## src/dcache_bus_pkg.sv

```systemverilog
// Load/store port and memory bus types
// Data word, byte enables, byte and word addresses
// Request kinds held in the cache pipeline

package dcache_bus_pkg;

    typedef logic [31:0] word_t;
    typedef logic [3:0]  byte_en_t;

    // Byte address from the CPU, word address toward memory
    typedef logic [31:0] byte_addr_t;
    typedef logic [29:0] word_addr_t;

    // Kind of request sitting in stage 1
    typedef enum logic {
        REQ_READ,
        REQ_WRITE
    } req_kind_t;

endpackage

```

## src/dcache_geom_pkg.sv

```systemverilog
// Geometry of the write-through data cache
// Way count, line size and address field widths
// Vector types for tags, line indexes, word selects and way masks

package dcache_geom_pkg;

    ////////////////////////////////////////////////////////////////////////////
    // Sizes

    // Two ways of 32 lines, four words per line
    localparam int WAYS        = 2;
    localparam int LINE_WORDS  = 4;
    localparam int LINE_ADDR_W = 5;
    localparam int WORD_SEL_W  = $clog2(LINE_WORDS);

    // A 30-bit word address splits into tag, line index and word select
    localparam int TAG_W     = 30 - LINE_ADDR_W - WORD_SEL_W;
    localparam int DB_ADDR_W = LINE_ADDR_W + WORD_SEL_W;

    ////////////////////////////////////////////////////////////////////////////
    // Address field types

    typedef logic [TAG_W-1:0]       tag_t;
    typedef logic [LINE_ADDR_W-1:0] line_t;
    typedef logic [WORD_SEL_W-1:0]  word_sel_t;

    // One bit per way, one-hot where a single way is meant
    typedef logic [WAYS-1:0] way_mask_t;

endpackage
```

## src/dcache_tags.sv

```systemverilog
// Tag bank of the data cache
// Dual-port valid and tag storage for every way
// Post-reset sweep, snoop lookup and invalidation
// Hit detection for the request in stage 1

module dcache_tags (
    input  logic                       clk,
    input  logic                       rst,
    input  logic                       lookup_en,
    input  dcache_geom_pkg::line_t     lookup_line,
    input  dcache_geom_pkg::tag_t      req_tag,
    input  logic                       alloc_en,
    input  dcache_geom_pkg::line_t     alloc_line,
    input  dcache_geom_pkg::way_mask_t alloc_way,
    input  logic                       mem_inv,
    input  dcache_bus_pkg::byte_addr_t mem_inv_addr,
    output logic                       hit,
    output dcache_geom_pkg::way_mask_t hit_way,
    output logic                       snoop_busy,
    output logic                       sweeping
);
    import dcache_geom_pkg::*;

    // Entry layout is valid bit on top of the tag
    logic [TAG_W:0] bank [WAYS][2**LINE_ADDR_W];

    logic           a_en;
    way_mask_t      a_wbe;
    line_t          a_addr;
    logic [TAG_W:0] a_wdata;
    logic [TAG_W:0] a_rdata [WAYS];

    logic           b_en;
    line_t          b_addr;
    logic [TAG_W:0] b_rdata [WAYS];

    line_t     snoop_line;
    tag_t      snoop_tag;
    logic      snoop_valid;
    line_t     snoop_line_r;
    tag_t      snoop_tag_r;
    way_mask_t snoop_hit;

    logic  sweep_done;
    line_t sweep_line;

    ////////////////////////////////////////////////////////////////////////////
    // Reset sweep, one line index per cycle

    always_ff @(posedge clk) begin
        if (rst) begin
            {sweep_done, sweep_line} <= '0;
        end else if (!sweep_done) begin
            {sweep_done, sweep_line} <= {1'b0, sweep_line} + 1'b1;
        end
    end

    assign sweeping = ~sweep_done;

    ////////////////////////////////////////////////////////////////////////////
    // Snoop path

    assign snoop_line = mem_inv_addr[2+WORD_SEL_W +: LINE_ADDR_W];
    assign snoop_tag  = mem_inv_addr[2+WORD_SEL_W+LINE_ADDR_W +: TAG_W];

    // Nothing is valid during the sweep, so snoops are dropped then
    always_ff @(posedge clk) begin
        if (rst) begin
            snoop_valid <= 1'b0;
        end else begin
            snoop_valid <= mem_inv & sweep_done;
        end
        snoop_line_r <= snoop_line;
        snoop_tag_r  <= snoop_tag;
    end

    always_comb begin
        for (int w = 0; w < WAYS; w++) begin
            snoop_hit[w] = b_rdata[w][TAG_W] & (b_rdata[w][TAG_W-1:0] == snoop_tag_r);
        end
    end

    assign snoop_busy = snoop_valid & (|snoop_hit);

    ////////////////////////////////////////////////////////////////////////////
    // Bank ports
    // A serves lookups and allocation, snoop clears win
    // B serves snoop reads and the sweep

    assign a_en    = snoop_busy | alloc_en | lookup_en;
    assign a_wbe   = snoop_busy ? snoop_hit : (alloc_en ? alloc_way : '0);
    assign a_addr  = snoop_busy ? snoop_line_r : (alloc_en ? alloc_line : lookup_line);
    assign a_wdata = {~snoop_busy, req_tag};

    assign b_en   = sweeping | mem_inv;
    assign b_addr = sweeping ? sweep_line : snoop_line;

    always_ff @(posedge clk) begin
        for (int w = 0; w < WAYS; w++) begin
            if (a_en) begin
                if (a_wbe[w]) begin
                    bank[w][a_addr] <= a_wdata;
                end
                a_rdata[w] <= bank[w][a_addr];
            end
            if (b_en) begin
                if (sweeping) begin
                    bank[w][b_addr] <= '0;
                end
                b_rdata[w] <= bank[w][b_addr];
            end
        end
    end

    // Request hit, valid the cycle after the lookup
    always_comb begin
        for (int w = 0; w < WAYS; w++) begin
            hit_way[w] = a_rdata[w][TAG_W] & (a_rdata[w][TAG_W-1:0] == req_tag);
        end
    end

    assign hit = |hit_way;

    // A line is never allocated twice, so no tag sits in two ways
    single_way_hit: assert property (@(posedge clk) disable iff (rst)
        $past(lookup_en) |-> $onehot0(hit_way))
        else $error("dcache tag lookup hit in more than one way");

endmodule

```

## config.mk

```make
export PLATFORM = sky130hd
export DESIGN_NAME = dcache_tags
export DESIGN_NICKNAME = d
export VERILOG_FILES = /design/src/dcache_bus_pkg.sv /design/src/dcache_geom_pkg.sv /design/src/dcache_tags.sv
export SDC_FILE = /design/constraint.sdc
export NUM_CORES = 2
export LEC_CHECK = 0
export BUFFER_PORTS_ARGS = -buffer_cell sky130_fd_sc_hd__buf_2
export CAP_MARGIN = 20
export CORE_MARGIN = 2
export CORE_UTILIZATION = 44
export CTS_CLUSTER_SIZE = 14
export DETAILED_ROUTE_END_ITERATION = 12
export SYNTH_ARGS = -nofsm -noshare
export SYNTH_HDL_FRONTEND = slang
export SYNTH_SLANG_ARGS = --single-unit
```

## constraint.sdc

```tcl
create_clock -name clk -period 5.1 [get_ports clk]
set_input_delay 1.02 -clock clk [delete_from_list [all_inputs] [get_ports clk]]
set_output_delay 1.02 -clock clk [all_outputs]
set_load 0.005 [all_outputs]
```

## Word level (Yosys, flattened, before mapping)

Memories as Yosys holds them, arrays and structs flattened.
Index checks and enable logic that the tools add are counted.

| word-level totals | value |
|---|---|
| flip-flop bits (word level) | 35 |
| RAM bits | 1632 |
| input port bits | 72 |
| memories kept | 3 |

| operators by class | value |
|---|---|
| add/subtract/negate cells | 1 |
| order comparisons | 4 |
| equal/unequal tests | 4 |
| mux-type cells | 1571 |
| bitwise logic cells | 1549 |
| reductions and logical operators | 4 |

Memories:

| name | depth | width | rd ports | clocked after Yosys merged registers in | wr ports | RTL line | text |
|---|---|---|---|---|---|---|---|
| bank | 2 | 768 | 2 | 0 | 2 | dcache_tags.sv:25 | `logic [TAG_W:0] bank [WAYS][2**LINE_ADDR_W];` |
| a_rdata | 2 | 24 | 2 | 0 | 2 | dcache_tags.sv:31 | `logic [TAG_W:0] a_rdata [WAYS];` |
| b_rdata | 2 | 24 | 2 | 0 | 2 | dcache_tags.sv:35 | `logic [TAG_W:0] b_rdata [WAYS];` |

Operators by type and width:

| kind | number |
|---|---|
| $mux 768 | 3 |
| $mux 1 | 1547 |
| $or 1x1->1 | 1539 |
| $bmux 24 s5 | 4 |
| $demux 24 s5 | 2 |
| $mux 24 | 10 |
| $eq 23x23->1 | 4 |
| $mux 5 | 3 |
| $ge 6x6->1 const B | 2 |
| $lt 6x1->1 const B | 2 |
| $not 5->6 | 2 |
| $add 5x1->6 const B | 1 |
| $and 1x1->1 | 6 |
| $mux 2 | 2 |
| $reduce_or 2->1 | 2 |
| $logic_and 1x1->1 | 2 |
| $not 1->1 | 2 |

## Longest topological paths before layout

| depth | value |
|---|---|
| depth in word-level cells | 12 |
| mapped depth | 12 |

## Worst setup path after synthesis

OpenSTA, ideal clock, no wires.

| timing | value |
|---|---|
| path kind | reg-to-reg |
| start point | memory b_rdata[0][2] (netlist bit) |
| end point | memory bank[0][528] (netlist bit) (enable) |
| data arrival time | 4755 ps |
| data required time | 4662 ps |
| slack | -93 ps |
| cell stages (with the launch flop) | 10 |
| buffers on the path | 2 |
| clock period less this slack | 5193 ps |
| cell sequence | edfxtp_1 xor2_1 or4b_1 or4b_4 o22ai_2 mux2i_1 buf_4 nand2_1 clkbuf_1 o21ai_0 |

RTL lines:

| item | RTL line |
|---|---|
| start, declared | dcache_tags.sv:35 |
| end, declared | dcache_tags.sv:25 |

==> results.md <==
* Status: completed
* Core area at 248,000 um^2
* CP arrival at 5.61 ns
* Largest net degree at the start of global routing at 188
* Reg2reg end: a_rdata[0][34]$_DFFE_PP_
* Syn Area/Cell at 9.63 um^2
* Setup bufs post-CTS at 0
* P_int at 0.0261 W
* Fin worst setup slack at 0.0769 ns
* Clk slew on worst S/H paths at 0.06 ns
* Vias in the first global route at 90.2k
* Post-CTS sizing at 0
* Sw frac at 30.0%
* Grt ovf at 0
* Most frequent cell after synthesis: nand2_1
* Starting density of the core at 44.2%
* GPL Wtd Cong at 0.943
* Count of cell types in the netlist at 50
* Warning count from the yosys run at 0
* Period utilization at 98.5%
* Drt drc at 0
* Post-synthesis instance area at 110,000 um^2
* CTS root buf: clkbuf_16
* Peak VDD IR at 0.310 mV
* Post-Layout Inst Area at 122,000 um^2
* Final setup vio count at 0
* Crit path kind: reg -> reg
* CTS tree: done
* DR WL/cell at 31.7 um
* Row count at 183
* Number of flops mapped to enable cells by yosys at 864
* Worst hold path class: in -> reg
* Endpoint type of the worst setup path: register
* Pre-antenna DRT Iters at 7
* Initial antenna violation count at 44
* First-pass GRT wire length at 652,000 um
* Worst Clk Skew at 0.0283 ns
* Ratio of cells with drive above 1 in the final layout at 14.6%
* Synth top cells by count: 2,361 x nand2_1, 2,341 x mux2i_1, 864 x edfxtp_1
* Via density at 6.48
* Clk pwr share at 37.6%
* Yosys reg bits at 1,667
* Worst-skew pair later-pin latency at 0.87 ns
* Tot GR Track Use at 35.4%
* Clock sink count at 1,667
* Total power at 0.0373 W
* Worst hold slack at 0.254 ns
* Hold Path Sink: snoop_tag_r[13]$_DFF_P_
* Most used DFF post-synth: edfxtp_1
* Worst-Margin Slew at 1.21 ns
* Routed WL at 462,000 um
* Crit-path max FO at 80
* CTS buffer count at 186
* Hold Fails Final Rpt at 0
* DIE AREA at 253,000 um^2
* Async set or reset register ratio after synthesis at 0%
* Port Buffers at 72
* Yosys top cell by area: edfxtp_1
* Cells after Synth at 11.4k
* Ports at 77
* Die Height at 503 um
* Nets at 11.1k
* Synth-to-Final Area Change at 11.3%
* Combinational Power Share at 18.2%
* Die Width at 503 um
* Max Slew Vio Count at 0
* Post-DP HPWL at 286,000 um
* H-tree levels at 4
* DR iter-0 viols at 13.2k
* Register-to-Register Path Depth at 11
* Hold_buf cts at 0
* Seq pwr share at 44.2%
* Area post-placement at 116,000 um^2
* Rel. slew slack at 19.2%
* Synth top area cells: edfxtp_1 24%, mux2i_1 21%, dfxtp_1 15%, nand2_1 8.1%, mux4_2 7.9%
* Lkg Pwr at 40.7 nW
* Setup TNS at 0 ns
* Worst r2r src: b_rdata[0][2]$_DFFE_PN_
* Fmax at 199 MHz
* Flop2flop setup slack at 0.08 ns
* PwrDens at 305 nW/um^2
* Register area share after synthesis at 38.3%
* Worst EP required at 5.69 ns
* Psw at 0.0112 W
* Crit path time final at 5.02 ns
* Post-Syn Nets at 11.5k
* Top cell type's share of synthesized area at 23.6%
* CP startpoint kind: register
* RSZ-0062 raised after global routing: false
* Max Root-Sink Buffers at 3
* Pre-CTS WS at 0.117 ns
* Hold Path Origin: mem_inv_addr[22]
* Post-route ant nets at 0
* Worst Hold Path Cells at 1
* Vias at 94.5k
* Filler cells at 22.4k
* Max-cap violations at 0
-- cell usage in the layout (no fill, tap or decap), drive strengths merged, types with 277 or more instances in the layout --
cell / netlist / routed
nand2: 2361 / 2361
mux2i: 2344 / 2344
edfxtp: 864 / 864
nor2: 857 / 857
dfxtp: 803 / 803
buf: 319 / 656
nor2b: 466 / 466
nor4: 420 / 420
mux4: 384 / 384
nand3b: 376 / 376
and2: 277 / 277
-- how the worst max path moves through the flow --
stage | start | to | slack, ns
finish | b_rdata[0][2]$_DFFE_PN_ | a_rdata[0][34]$_DFFE_PP_ | 0.08
global route | b_rdata[0][2]$_DFFE_PN_ | a_rdata[0][34]$_DFFE_PP_ | 0.09
detailed placement | b_rdata[0][2]$_DFFE_PN_ | a_rdata[0][34]$_DFFE_PP_ | 0.12
CTS | b_rdata[0][2]$_DFFE_PN_ | a_rdata[0][34]$_DFFE_PP_ | 0.10
global placement | b_rdata[0][2]$_DFFE_PN_ | a_rdata[0][26]$_DFFE_PP_ | 0.10
floorplan | b_rdata[0][2]$_DFFE_PN_ | bank[0][528]$_SDFFCE_PP0P_ | -0.09
-- state kept, by name (all words and copies together), names as in the netlist --
register,count
a_rdata,48
b_rdata,48
bank,1536
snoop_line_r,5
snoop_tag_r,23
snoop_valid,1
sweep_done,1
sweep_line,5
-- metal layers --
metal | routed length [um] | share of wire (%) | track usage, %
met1 | 163000 | 35 | 42.8
met3 | 50000 | 11 | 7.36
met4 | 51200 | 11 | 32.8
met2 | 197000 | 43 | 52.9
met5 | 67 | 0.015 | 0
-- area by class of cell --
type	count	area (um^2)	share of cell area (%)
Multi-Input combinational cell	8559	63000	51.6
Clock buffer	263	5330	4.37
Antenna cell	33	82.6	0.0676
Clock inverter	77	805	0.659
Tap cell	3330	4170	3.41
Timing Repair Buffer	656	6690	5.47
Sequential cell	1667	42000	34.4
Inverter	4	15.0	0.0123
-- per-stage QoR --
stage | utilization (%) | std cells
floorplan | - | 11389
global placement | 46.6 | 14205
detailed placement | 46.7 | 14212
CTS | 49.2 | 14552
global route | 49.2 | 14580
finish | 49.2 | 14589
-- cells by family after synthesis --
logic type	after synthesis	share of synthesized area (%)
buf+inv	1163	5.08
simple gates	5290	23.8
compound gates	432	2.63
mux	2740	29.4
fa+ha+maj	1	0.0114
flops	1667	38.3
xor+xnor	96	0.766
-- worst max-delay path, cell delays in order, from the launching register on --
cell	delay, ns
edfxtp_1	0.38
xor2_1	0.19
or4b_1	0.53
or4b_4	0.52
o22ai_4	0.40
buf_12	0.30
buf_12	0.46
mux2i_1	0.15
nor4_1	0.71
buf_4	0.24
o22ai_1	0.11
or4_1	0.59
-- power by group through the flow --
stage | Sequential (W) | Clock, W | Combinational (W)
after CTS | 0.0165 | 0.0140 | 0.00660
after global routing | 0.0167 | 0.0146 | 0.00709
after detailed placement | 0.0167 | 0 | 0.00658
final | 0.0165 | 0.0140 | 0.00679
after global placement | 0.0167 | 0 | 0.00644
after floorplan | 0.0164 | 0 | 0.00409
Power figures use the tool's default switching activity.
