<file path="config.mk">
export PLATFORM = sky130hd
export DESIGN_NAME = dcache_ctrl
export DESIGN_NICKNAME = d
export VERILOG_FILES = /design/src/dcache_bus_pkg.sv /design/src/dcache_geom_pkg.sv /design/src/dcache_ctrl.sv
export SDC_FILE = /design/constraint.sdc
export NUM_CORES = 1
export LEC_CHECK = 0
export BUFFER_PORTS_ARGS = -buffer_cell sky130_fd_sc_hd__buf_4
export CAP_MARGIN = 10
export CORE_AREA = 2 2 129 131
export CTS_BUF_LIST = sky130_fd_sc_hd__clkbuf_16
export DETAILED_ROUTE_END_ITERATION = 8
export DIE_AREA = 0 0 131 133
export GPL_TIMING_DRIVEN = 0
export SYNTH_ARGS = -nofsm -noshare
export SYNTH_HDL_FRONTEND = slang
export SYNTH_SLANG_ARGS = --single-unit
</file>
<file path="constraint.sdc">
create_clock -name clk -period 1.2 [get_ports clk]
set_input_delay 0.06 -clock clk [delete_from_list [all_inputs] [get_ports clk]]
set_output_delay 0.06 -clock clk [all_outputs]
set_load 0.01 [all_outputs]
</file>
<file path="src/dcache_bus_pkg.sv">
// Load/store port and memory bus types
// Data word, byte enables, byte and word addresses
// Request kinds held in the cache pipeline

package dcache_bus_pkg;

    typedef logic [31:0] word_t;
    typedef logic [3:0]  byte_en_t;

    // Byte address from the CPU, word address toward memory
    typedef logic [31:0] byte_addr_t;
    typedef logic [29:0] word_addr_t;

    // Kind of request sitting in stage 1
    typedef enum logic {
        REQ_READ,
        REQ_WRITE
    } req_kind_t;

endpackage

</file>
<file path="src/dcache_geom_pkg.sv">
// Geometry of the write-through data cache
// Way count, line size and address field widths
// Vector types for tags, line indexes, word selects and way masks

package dcache_geom_pkg;

    ////////////////////////////////////////////////////////////////////////////
    // Sizes

    // Two ways of 32 lines, four words per line
    localparam int WAYS        = 2;
    localparam int LINE_WORDS  = 4;
    localparam int LINE_ADDR_W = 5;
    localparam int WORD_SEL_W  = $clog2(LINE_WORDS);

    // A 30-bit word address splits into tag, line index and word select
    localparam int TAG_W     = 30 - LINE_ADDR_W - WORD_SEL_W;
    localparam int DB_ADDR_W = LINE_ADDR_W + WORD_SEL_W;

    ////////////////////////////////////////////////////////////////////////////
    // Address field types

    typedef logic [TAG_W-1:0]       tag_t;
    typedef logic [LINE_ADDR_W-1:0] line_t;
    typedef logic [WORD_SEL_W-1:0]  word_sel_t;

    // One bit per way, one-hot where a single way is meant
    typedef logic [WAYS-1:0] way_mask_t;

endpackage
</file>
<file path="src/dcache_ctrl.sv">
// Control of the data cache
// Stage 1 request register and completion logic
// Memory request handshake and fill word counter
// Tag allocation, data bank writes and replacement pointer

module dcache_ctrl (
    input  logic                                  clk,
    input  logic                                  rst,
    // Load/store port
    input  logic                                  new_request,
    input  dcache_bus_pkg::byte_addr_t            addr,
    input  logic                                  we,
    input  dcache_bus_pkg::byte_en_t              be,
    input  dcache_bus_pkg::word_t                 data_in,
    output logic                                  ready,
    output logic                                  data_valid,
    output dcache_bus_pkg::word_t                 data_out,
    output logic                                  write_outstanding,
    // Memory side
    output logic                                  mem_request,
    output dcache_bus_pkg::word_addr_t            mem_addr,
    output logic                                  mem_rnw,
    output dcache_bus_pkg::byte_en_t              mem_wbe,
    output dcache_bus_pkg::word_t                 mem_wdata,
    input  logic                                  mem_ack,
    input  logic                                  mem_rvalid,
    input  dcache_bus_pkg::word_t                 mem_rdata,
    // Tag bank
    output logic                                  lookup_en,
    output dcache_geom_pkg::line_t                lookup_line,
    output dcache_geom_pkg::tag_t                 req_tag,
    output logic                                  alloc_en,
    output dcache_geom_pkg::line_t                alloc_line,
    output dcache_geom_pkg::way_mask_t            alloc_way,
    input  logic                                  hit,
    input  dcache_geom_pkg::way_mask_t            hit_way,
    input  logic                                  snoop_busy,
    input  logic                                  sweeping,
    // Data bank
    output logic                                  db_wen,
    output logic [dcache_geom_pkg::DB_ADDR_W-1:0] db_waddr,
    output dcache_geom_pkg::way_mask_t            db_way,
    output dcache_bus_pkg::byte_en_t              db_be,
    output dcache_bus_pkg::word_t                 db_wdata,
    output logic                                  db_ren,
    output logic [dcache_geom_pkg::DB_ADDR_W-1:0] db_raddr,
    input  dcache_bus_pkg::word_t                 hit_word
);
    import dcache_geom_pkg::*;
    import dcache_bus_pkg::*;

    logic       s1_valid;
    req_kind_t  s1_kind;
    word_addr_t s1_addr;
    byte_en_t   s1_be;
    word_t      s1_wdata;
    line_t      s1_line;
    word_sel_t  s1_word;
    logic       s1_done;

    logic      first_cycle;
    logic      request_sent;
    logic      alloc_pend;
    word_sel_t word_cnt;
    logic      fill_last;
    logic      fill_match;
    way_mask_t repl_way;

    ////////////////////////////////////////////////////////////////////////////
    // Request cycle

    // Tag and data banks are read while the request is registered
    assign lookup_en   = new_request;
    assign lookup_line = addr[2+WORD_SEL_W +: LINE_ADDR_W];
    assign db_ren      = new_request;
    assign db_raddr    = addr[2 +: DB_ADDR_W];

    always_ff @(posedge clk) begin
        if (rst) begin
            s1_valid    <= 1'b0;
            s1_kind     <= REQ_READ;
            first_cycle <= 1'b0;
        end else begin
            first_cycle <= new_request;
            if (new_request) begin
                s1_valid <= 1'b1;
                s1_kind  <= we ? REQ_WRITE : REQ_READ;
            end else if (s1_done) begin
                s1_valid <= 1'b0;
            end
        end
        if (new_request) begin
            s1_addr  <= addr[31:2];
            s1_be    <= be;
            s1_wdata <= data_in;
        end
    end

    assign s1_line = s1_addr[WORD_SEL_W +: LINE_ADDR_W];
    assign s1_word = s1_addr[WORD_SEL_W-1:0];
    assign req_tag = s1_addr[WORD_SEL_W+LINE_ADDR_W +: TAG_W];

    ////////////////////////////////////////////////////////////////////////////
    // Stage 1 support

    // Blocks a second request once memory has acked
    always_ff @(posedge clk) begin
        if (rst || s1_done) begin
            request_sent <= 1'b0;
        end else if (mem_ack) begin
            request_sent <= 1'b1;
        end
    end

    // Fill words arrive in order from word 0
    always_ff @(posedge clk) begin
        if (rst || s1_done) begin
            word_cnt <= '0;
        end else if (mem_rvalid) begin
            word_cnt <= word_cnt + 1'b1;
        end
    end

    assign fill_last  = mem_rvalid & (word_cnt == word_sel_t'(LINE_WORDS - 1));
    assign fill_match = mem_rvalid & (word_cnt == s1_word);

    // Valid tag goes in the cycle after the read ack
    always_ff @(posedge clk) begin
        if (rst) begin
            alloc_pend <= 1'b0;
        end else begin
            alloc_pend <= mem_ack & s1_valid & (s1_kind == REQ_READ);
        end
    end

    assign alloc_en   = alloc_pend;
    assign alloc_line = s1_line;
    assign alloc_way  = repl_way;

    // Rotating one-hot pointer, stable while a request is in flight
    always_ff @(posedge clk) begin
        if (rst) begin
            repl_way <= way_mask_t'(1);
        end else if (new_request) begin
            repl_way <= {repl_way[WAYS-2:0], repl_way[WAYS-1]};
        end
    end

    ////////////////////////////////////////////////////////////////////////////
    // Per-kind handling

    always_comb begin
        unique case (s1_kind)
            REQ_WRITE: begin
                mem_request = s1_valid & ~request_sent;
                db_wen      = s1_valid & first_cycle & hit;
                db_way      = hit_way;
                db_be       = s1_be;
                db_wdata    = s1_wdata;
                data_valid  = 1'b0;
                s1_done     = s1_valid & mem_ack;
            end
            REQ_READ: begin
                // Miss goes to memory in the cycle the tag result is known
                mem_request = s1_valid & ~request_sent & ~(first_cycle & hit);
                db_wen      = s1_valid & mem_rvalid;
                db_way      = repl_way;
                db_be       = '1;
                db_wdata    = mem_rdata;
                data_valid  = s1_valid & (first_cycle ? hit : fill_match);
                s1_done     = s1_valid & (first_cycle ? hit : fill_last);
            end
        endcase
    end

    assign db_waddr = {s1_line, (s1_kind == REQ_READ) ? word_cnt : s1_word};
    assign data_out = first_cycle ? hit_word : mem_rdata;

    // Reads fetch the whole line from its first word
    assign mem_rnw   = (s1_kind == REQ_READ);
    assign mem_addr  = mem_rnw ? {s1_addr[$bits(word_addr_t)-1:WORD_SEL_W], {WORD_SEL_W{1'b0}}}
                               : s1_addr;
    assign mem_wbe   = s1_be;
    assign mem_wdata = s1_wdata;

    assign ready = ~sweeping & ~snoop_busy & (~s1_valid | s1_done) & ~db_wen;
    assign write_outstanding = s1_valid & (s1_kind == REQ_WRITE);

    ////////////////////////////////////////////////////////////////////////////
    // Checks

    request_when_ready: assert property (@(posedge clk) disable iff (rst)
        new_request |-> ready)
        else $error("dcache request while not ready");

    ack_with_request: assert property (@(posedge clk) disable iff (rst)
        mem_ack |-> mem_request)
        else $error("dcache memory ack without a request");

endmodule

</file>
* After elaboration in Yosys (flattened, before gate mapping)
Index checks and enable logic that the tools add are counted.
** Cells by class
- Equal/unequal tests :: 2
- Bitwise operators :: 24
- Add/sub/neg operators :: 1
- Reduce and logical (&&, ||, !) cells :: 2
- $lt $le $gt $ge :: 0
- Multiplexer cells :: 15
- Multiply operators :: 0
- Divide/modulo/power cells :: 0
- Shifts and indexed selects :: 0
** Operator list (number)
- $pmux 32 s2 :: 1
- $mux 32 :: 1
- $and 1x1->1 :: 16
- $pmux 1 s2 :: 4
- $pmux 4 s2 :: 1
- $not 1->1 :: 7
- $mux 1 :: 5
- $mux 2 :: 2
- $pmux 2 s2 :: 1
- $add 2x1->2 const B :: 1
- $eq 2x2->1 :: 1
- $eq 2x2->1 const B :: 1
- $reduce_bool 2->1 :: 1
- $logic_or 1x1->1 :: 1
- $or 1x1->1 :: 1
** Storage, ports and cells
- RAM bits :: 0
- Bits in latches :: 0
- Memories kept :: 0
- ROM bits :: 0
- Register bits :: 75
- Output and inout bits :: 194
- Input bits :: 143
- Logic and storage cells :: 54

* Depth between registers and ports, before layout
- Depth after elaboration :: 8
- Mapped depth :: 4
- Depth with buffers taken out :: 4

* Worst setup path before layout
OpenSTA, ideal clock, no wires.
- Kind :: reg2reg
- From :: reg word_cnt[0]
- To :: reg request_sent
- Cell stages (with the launch flop) :: 5
- Required time :: 1.075 ns
- Path buffers :: 0
- Path slack :: 0.071 ns
- Library setup time :: 0.125 ns
- Arrival time :: 1.004 ns
- Period minus slack after synthesis :: 1.129 ns
- Path through :: dfxtp_1 -> ha_1 -> nand3b_4 -> a311oi_2 -> nor2_1
** Between the ends
- Word-level cells in the longest chain between the ends :: 6
** Ends and longest elaborated chain
- from (decl) :: RTL line dcache_ctrl.sv:64 : word_sel_t word_cnt;
- from (signal assigned) :: RTL line dcache_ctrl.sv:120 : word_cnt <= word_cnt + 1'b1;
- $eq 2x2->1 :: RTL line dcache_ctrl.sv:124 : assign fill_last = mem_rvalid & (word_cnt == word_sel_t'(LINE_WORDS - 1));
- $and 1x1->1 :: RTL line dcache_ctrl.sv:124
- $mux 1 :: RTL line dcache_ctrl.sv:171 : s1_done = s1_valid & (first_cycle ? hit : fill_last);
- $and 1x1->1 :: RTL line dcache_ctrl.sv:171
- $pmux 1 s2 :: RTL line dcache_ctrl.sv:153 : unique case (s1_kind)
- $logic_or 1x1->1 :: RTL line dcache_ctrl.sv:108 : if (rst || s1_done) begin
- to (signal assigned) :: RTL line dcache_ctrl.sv:109 : request_sent <= 1'b0;
- to (signal assigned) :: RTL line dcache_ctrl.sv:111 : request_sent <= 1'b1;
- to (decl) :: RTL line dcache_ctrl.sv:62 : logic request_sent;
No other way between the ends.
A chain may end at the register's enable or synchronous reset.

* Worst setup path in the final report
- From :: reg s1_kind
- To :: out ready
** Between the ends
- Word-level cells in the longest chain between the ends :: 5
- Elaborated cells between the ends (all ways) :: 7
- Classes of those cells :: 2 x mux; 5 x bitwise
** Ends and longest elaborated chain
- from (decl) :: RTL line dcache_ctrl.sv:53 : req_kind_t s1_kind;
- from (signal assigned) :: RTL line dcache_ctrl.sv:87 : s1_kind <= we ? REQ_WRITE : REQ_READ;
- $not 1->1 :: RTL line dcache_ctrl.sv:153
- $pmux 1 s2 :: RTL line dcache_ctrl.sv:153
- $or 1x1->1 :: RTL line dcache_ctrl.sv:186 : assign ready = ~sweeping & ~snoop_busy & (~s1_valid | s1_done) & ~db_wen;
- $and 1x1->1 :: RTL line dcache_ctrl.sv:186
- $and 1x1->1 * :: RTL line dcache_ctrl.sv:186
- to (decl) :: RTL line dcache_ctrl.sv:15 : output logic ready,
Every way passes the cells marked *; elsewhere a longest branch is shown, timed or not.

==> flow_metrics.env <==
export IMPL_hold_viol=0
export IMPL_synth_edf_count=66
export IMPL_syn_area_per_cell_um2=14.2
export IMPL_fin_setup_tns_ns=-20.62
export IMPL_worstHoldStart="rst"
export IMPL_crit_path_max_fanout=8
export IMPL_start_kind="register"
export IMPL_powerDensity_nw_per_um2=1020
export IMPL_slew_headroom=0.536
export IMPL_drc=0
export IMPL_synthArstFlopShare=0
export IMPL_reg2reg_slack_ns=-0.06
export IMPL_cp_arrival_ns=1.47
export IMPL_maxCapViolCount=0
export IMPL_end_kind="output port"
export IMPL_violations="negative setup slack"
export IMPL_tightest_slew_ns=0.697
export IMPL_die_h_um=133
export IMPL_synth_nets=418
export IMPL_gr_total_overflow=0
export IMPL_cts_buffers=9
export IMPL_rsz0062_at_grt="true"
export IMPL_period_minus_slack_ns=1.53
export IMPL_first_pass_iters=4
export IMPL_clockBufferDepth=2
export IMPL_ys_seq_area_frac=0.557
export IMPL_grt_use_total=0.158
export IMPL_num_rows=47
export IMPL_worstSkewPairLatency_ns=0.33
export IMPL_clock_sinks=75
export IMPL_synthTopCellsByArea="edfxtp_1 51%, mux2_2 19%, buf_4 15%, dfxtp_1 4.6%, buf_6 1.2%"
export IMPL_p_leak_nw=4.04
export IMPL_postSynthCellCount=274
export IMPL_routabilityCongestion=0.760
export IMPL_core_um2=16200
export IMPL_crit_type="register to output port"
export IMPL_fin_nets=842
export IMPL_fp_dieW_um=131
export IMPL_layoutNonFillerInstCount=922
export IMPL_yosysWarnings=0
export IMPL_clk_pin_slew_ns=0.06
export IMPL_htreeDepth=3
export IMPL_worstPathRequired_ns=1.14
export IMPL_finalSetupViolCount=82
export IMPL_fmax_mhz=654
export IMPL_drt_total_wl_mm=14.8
export IMPL_ir_drop_uv=657
export IMPL_rr_endpoint="request_sent"
export IMPL_holdPathEnd="first_cycle"
export IMPL_area_growth_pct=119
export IMPL_hold_path_class="input pin to register"
export IMPL_synth_commonest_cells="79 x buf_4, 66 x edfxtp_1, 66 x mux2_2"
export IMPL_port_buffers=333
export IMPL_yosysUniqueCellTypes=31
export IMPL_synth_top_area_share=0.511
export IMPL_slew_viol_final=0
export IMPL_grt_pass1_vias=4059
export IMPL_finClkSkew_ns=0.00292
export IMPL_synth_top_area_cell="edfxtp_1"
export IMPL_grt_max_degree=74
export IMPL_rr_worst_depth=5
export IMPL_die_area_um2=17400
export IMPL_final_antenna_net_count=0
export IMPL_worstReg2RegStart="s1_kind"
export IMPL_initial_utilization=0.240
export IMPL_drt_initial_drc_count=86
export IMPL_period_share=1.27
export IMPL_holdPathStages=2
export IMPL_fin_ws_ns=-0.328
export IMPL_tritoncts="yes"
export IMPL_viasPerCell=4.10
export IMPL_status="finished with violations"
export IMPL_pin_count=337
export IMPL_dp_hpwl_mm=10.3
export IMPL_antenna_found_initial=0
export IMPL_placedCellCount=827
export IMPL_routedWlPerCell_um=16.1
export IMPL_cts_root_buf="clkbuf_16"
export IMPL_grt_pass1_wl_mm=20.7
export IMPL_synth_seq_cells=75
export IMPL_num_vias=3777
export IMPL_syn_area_um2=3880
export IMPL_whs_ns=0.0278
export IMPL_yosysMostFrequentCell="buf_4"
export IMPL_antenna_cells=0
export IMPL_drive_above_1_share=0.754
export IMPL_synth_top_flop_cell="edfxtp_1"
-- power breakdown --
| group | internal [mW] | total (mW) | switching (mW) | leakage [nW] |
|---|---|---|---|---|
| Combinational | 1.84 | 2.83 | 0.997 | 3.19 |
| Clock | 1.58 | 2.61 | 1.03 | 0.132 |
| Sequential | 3.09 | 3.25 | 0.160 | 0.723 |
-- flip-flops by register name, summed over array words and instances (netlist names) --
| signal | count |
|---|---|
| request_sent | 1 |
| s1_kind | 1 |
| s1_addr | 30 |
| mem_wbe | 4 |
| mem_wdata | 32 |
| s1_valid | 1 |
| first_cycle | 1 |
| alloc_en | 1 |
| alloc_way | 2 |
| word_cnt | 2 |
-- worst max-delay path, cell delays in order (launching register included) --
cell and delay, ns:
dfxtp_2 0.34, buf_12 0.15, buf_6 0.12, inv_4 0.06, nand4_1 0.13, and4b_1 0.22
buf_6 0.12
-- layer usage --
layer  up-vias  GRT usage  routed length (um)
li1       1748          -                   -
met1      1807      0.158                5280
met2       195      0.303                8190
met3        27     0.0380                1060
met4         0     0.0668                 309
met5         -          0                   0
-- cell families (layout without fill, tap and decap cells) --
kind of cell	count (synthesis)	after routing	synth area share
muxes	69	69	0.199
buffers and inverters	89	517	0.173
xor gates and xnor gates	3	3	0.00677
AOI/OAI and AO/OA	7	7	0.0142
adders and majority gates	1	1	0.00322
and+or+nand+nor	30	30	0.0461
DFF	75	75	0.557
-- worst max-delay path by stage --
stage / startpoint / to / slack [ns] / depth (start not counted)
after floorplan: word_cnt[0] / request_sent / 0.07 / 4
after global placement: new_request / alloc_way[0] / -0.33 / 3
after detailed placement: new_request / alloc_way[0] / -0.34 / 3
final: s1_kind / ready / -0.33 / 6
after CTS: first_cycle / data_out[13] / -0.34 / 4
after global routing: s1_kind / ready / -0.39 / 6
-- cells in the final DEF, fill, tap and decap left out, types with 4 or more instances in the layout --
cell	netlist	layout
edfxtp_1	66	66
buf_4	79	337
nand2b_4	0	4
dfxtp_1	9	4
nor2_1	10	9
buf_6	4	78
dlygate4sd3_1	0	68
mux2_4	0	66
clkbuf_16	0	12
dfxtp_2	0	4
buf_12	0	8
-- through the flow --
stage | cell area (um^2) | power [mW] | util | setup WS (ns)
final | 8490 | 8.70 | 0.525 | -0.328
after global routing | 8490 | 9.06 | 0.525 | -0.392
after CTS | 8240 | 8.67 | 0.509 | -0.342
after detailed placement | 6660 | 5.49 | 0.412 | -0.344
after global placement | 6660 | 5.45 | 0.412 | -0.330
after floorplan | 3880 | 4.17 | - | 0.0710
-- what timing repair did --
action,4_1_cts,5_1_grt
pin swaps,4,4
cloned,2,1
hold endpoints to repair,69,0
hold buffers,68,0
setup buffers,6,3
setup endpoints to repair,85,83
resized for setup,141,51
-- layout make-up --
class                           count  area [um^2]
Buffer                             85          753
Clock buffer                        9          225
Clock inverter                      6         57.6
Fill cell                        1385         7680
Inverter                            4         17.5
Multi-Input combinational cell    110         1360
Sequential cell                    75         2170
Tap cell                          220          275
Timing Repair Buffer              413         3630
Note: power is estimated with default switching activity, not from simulation.
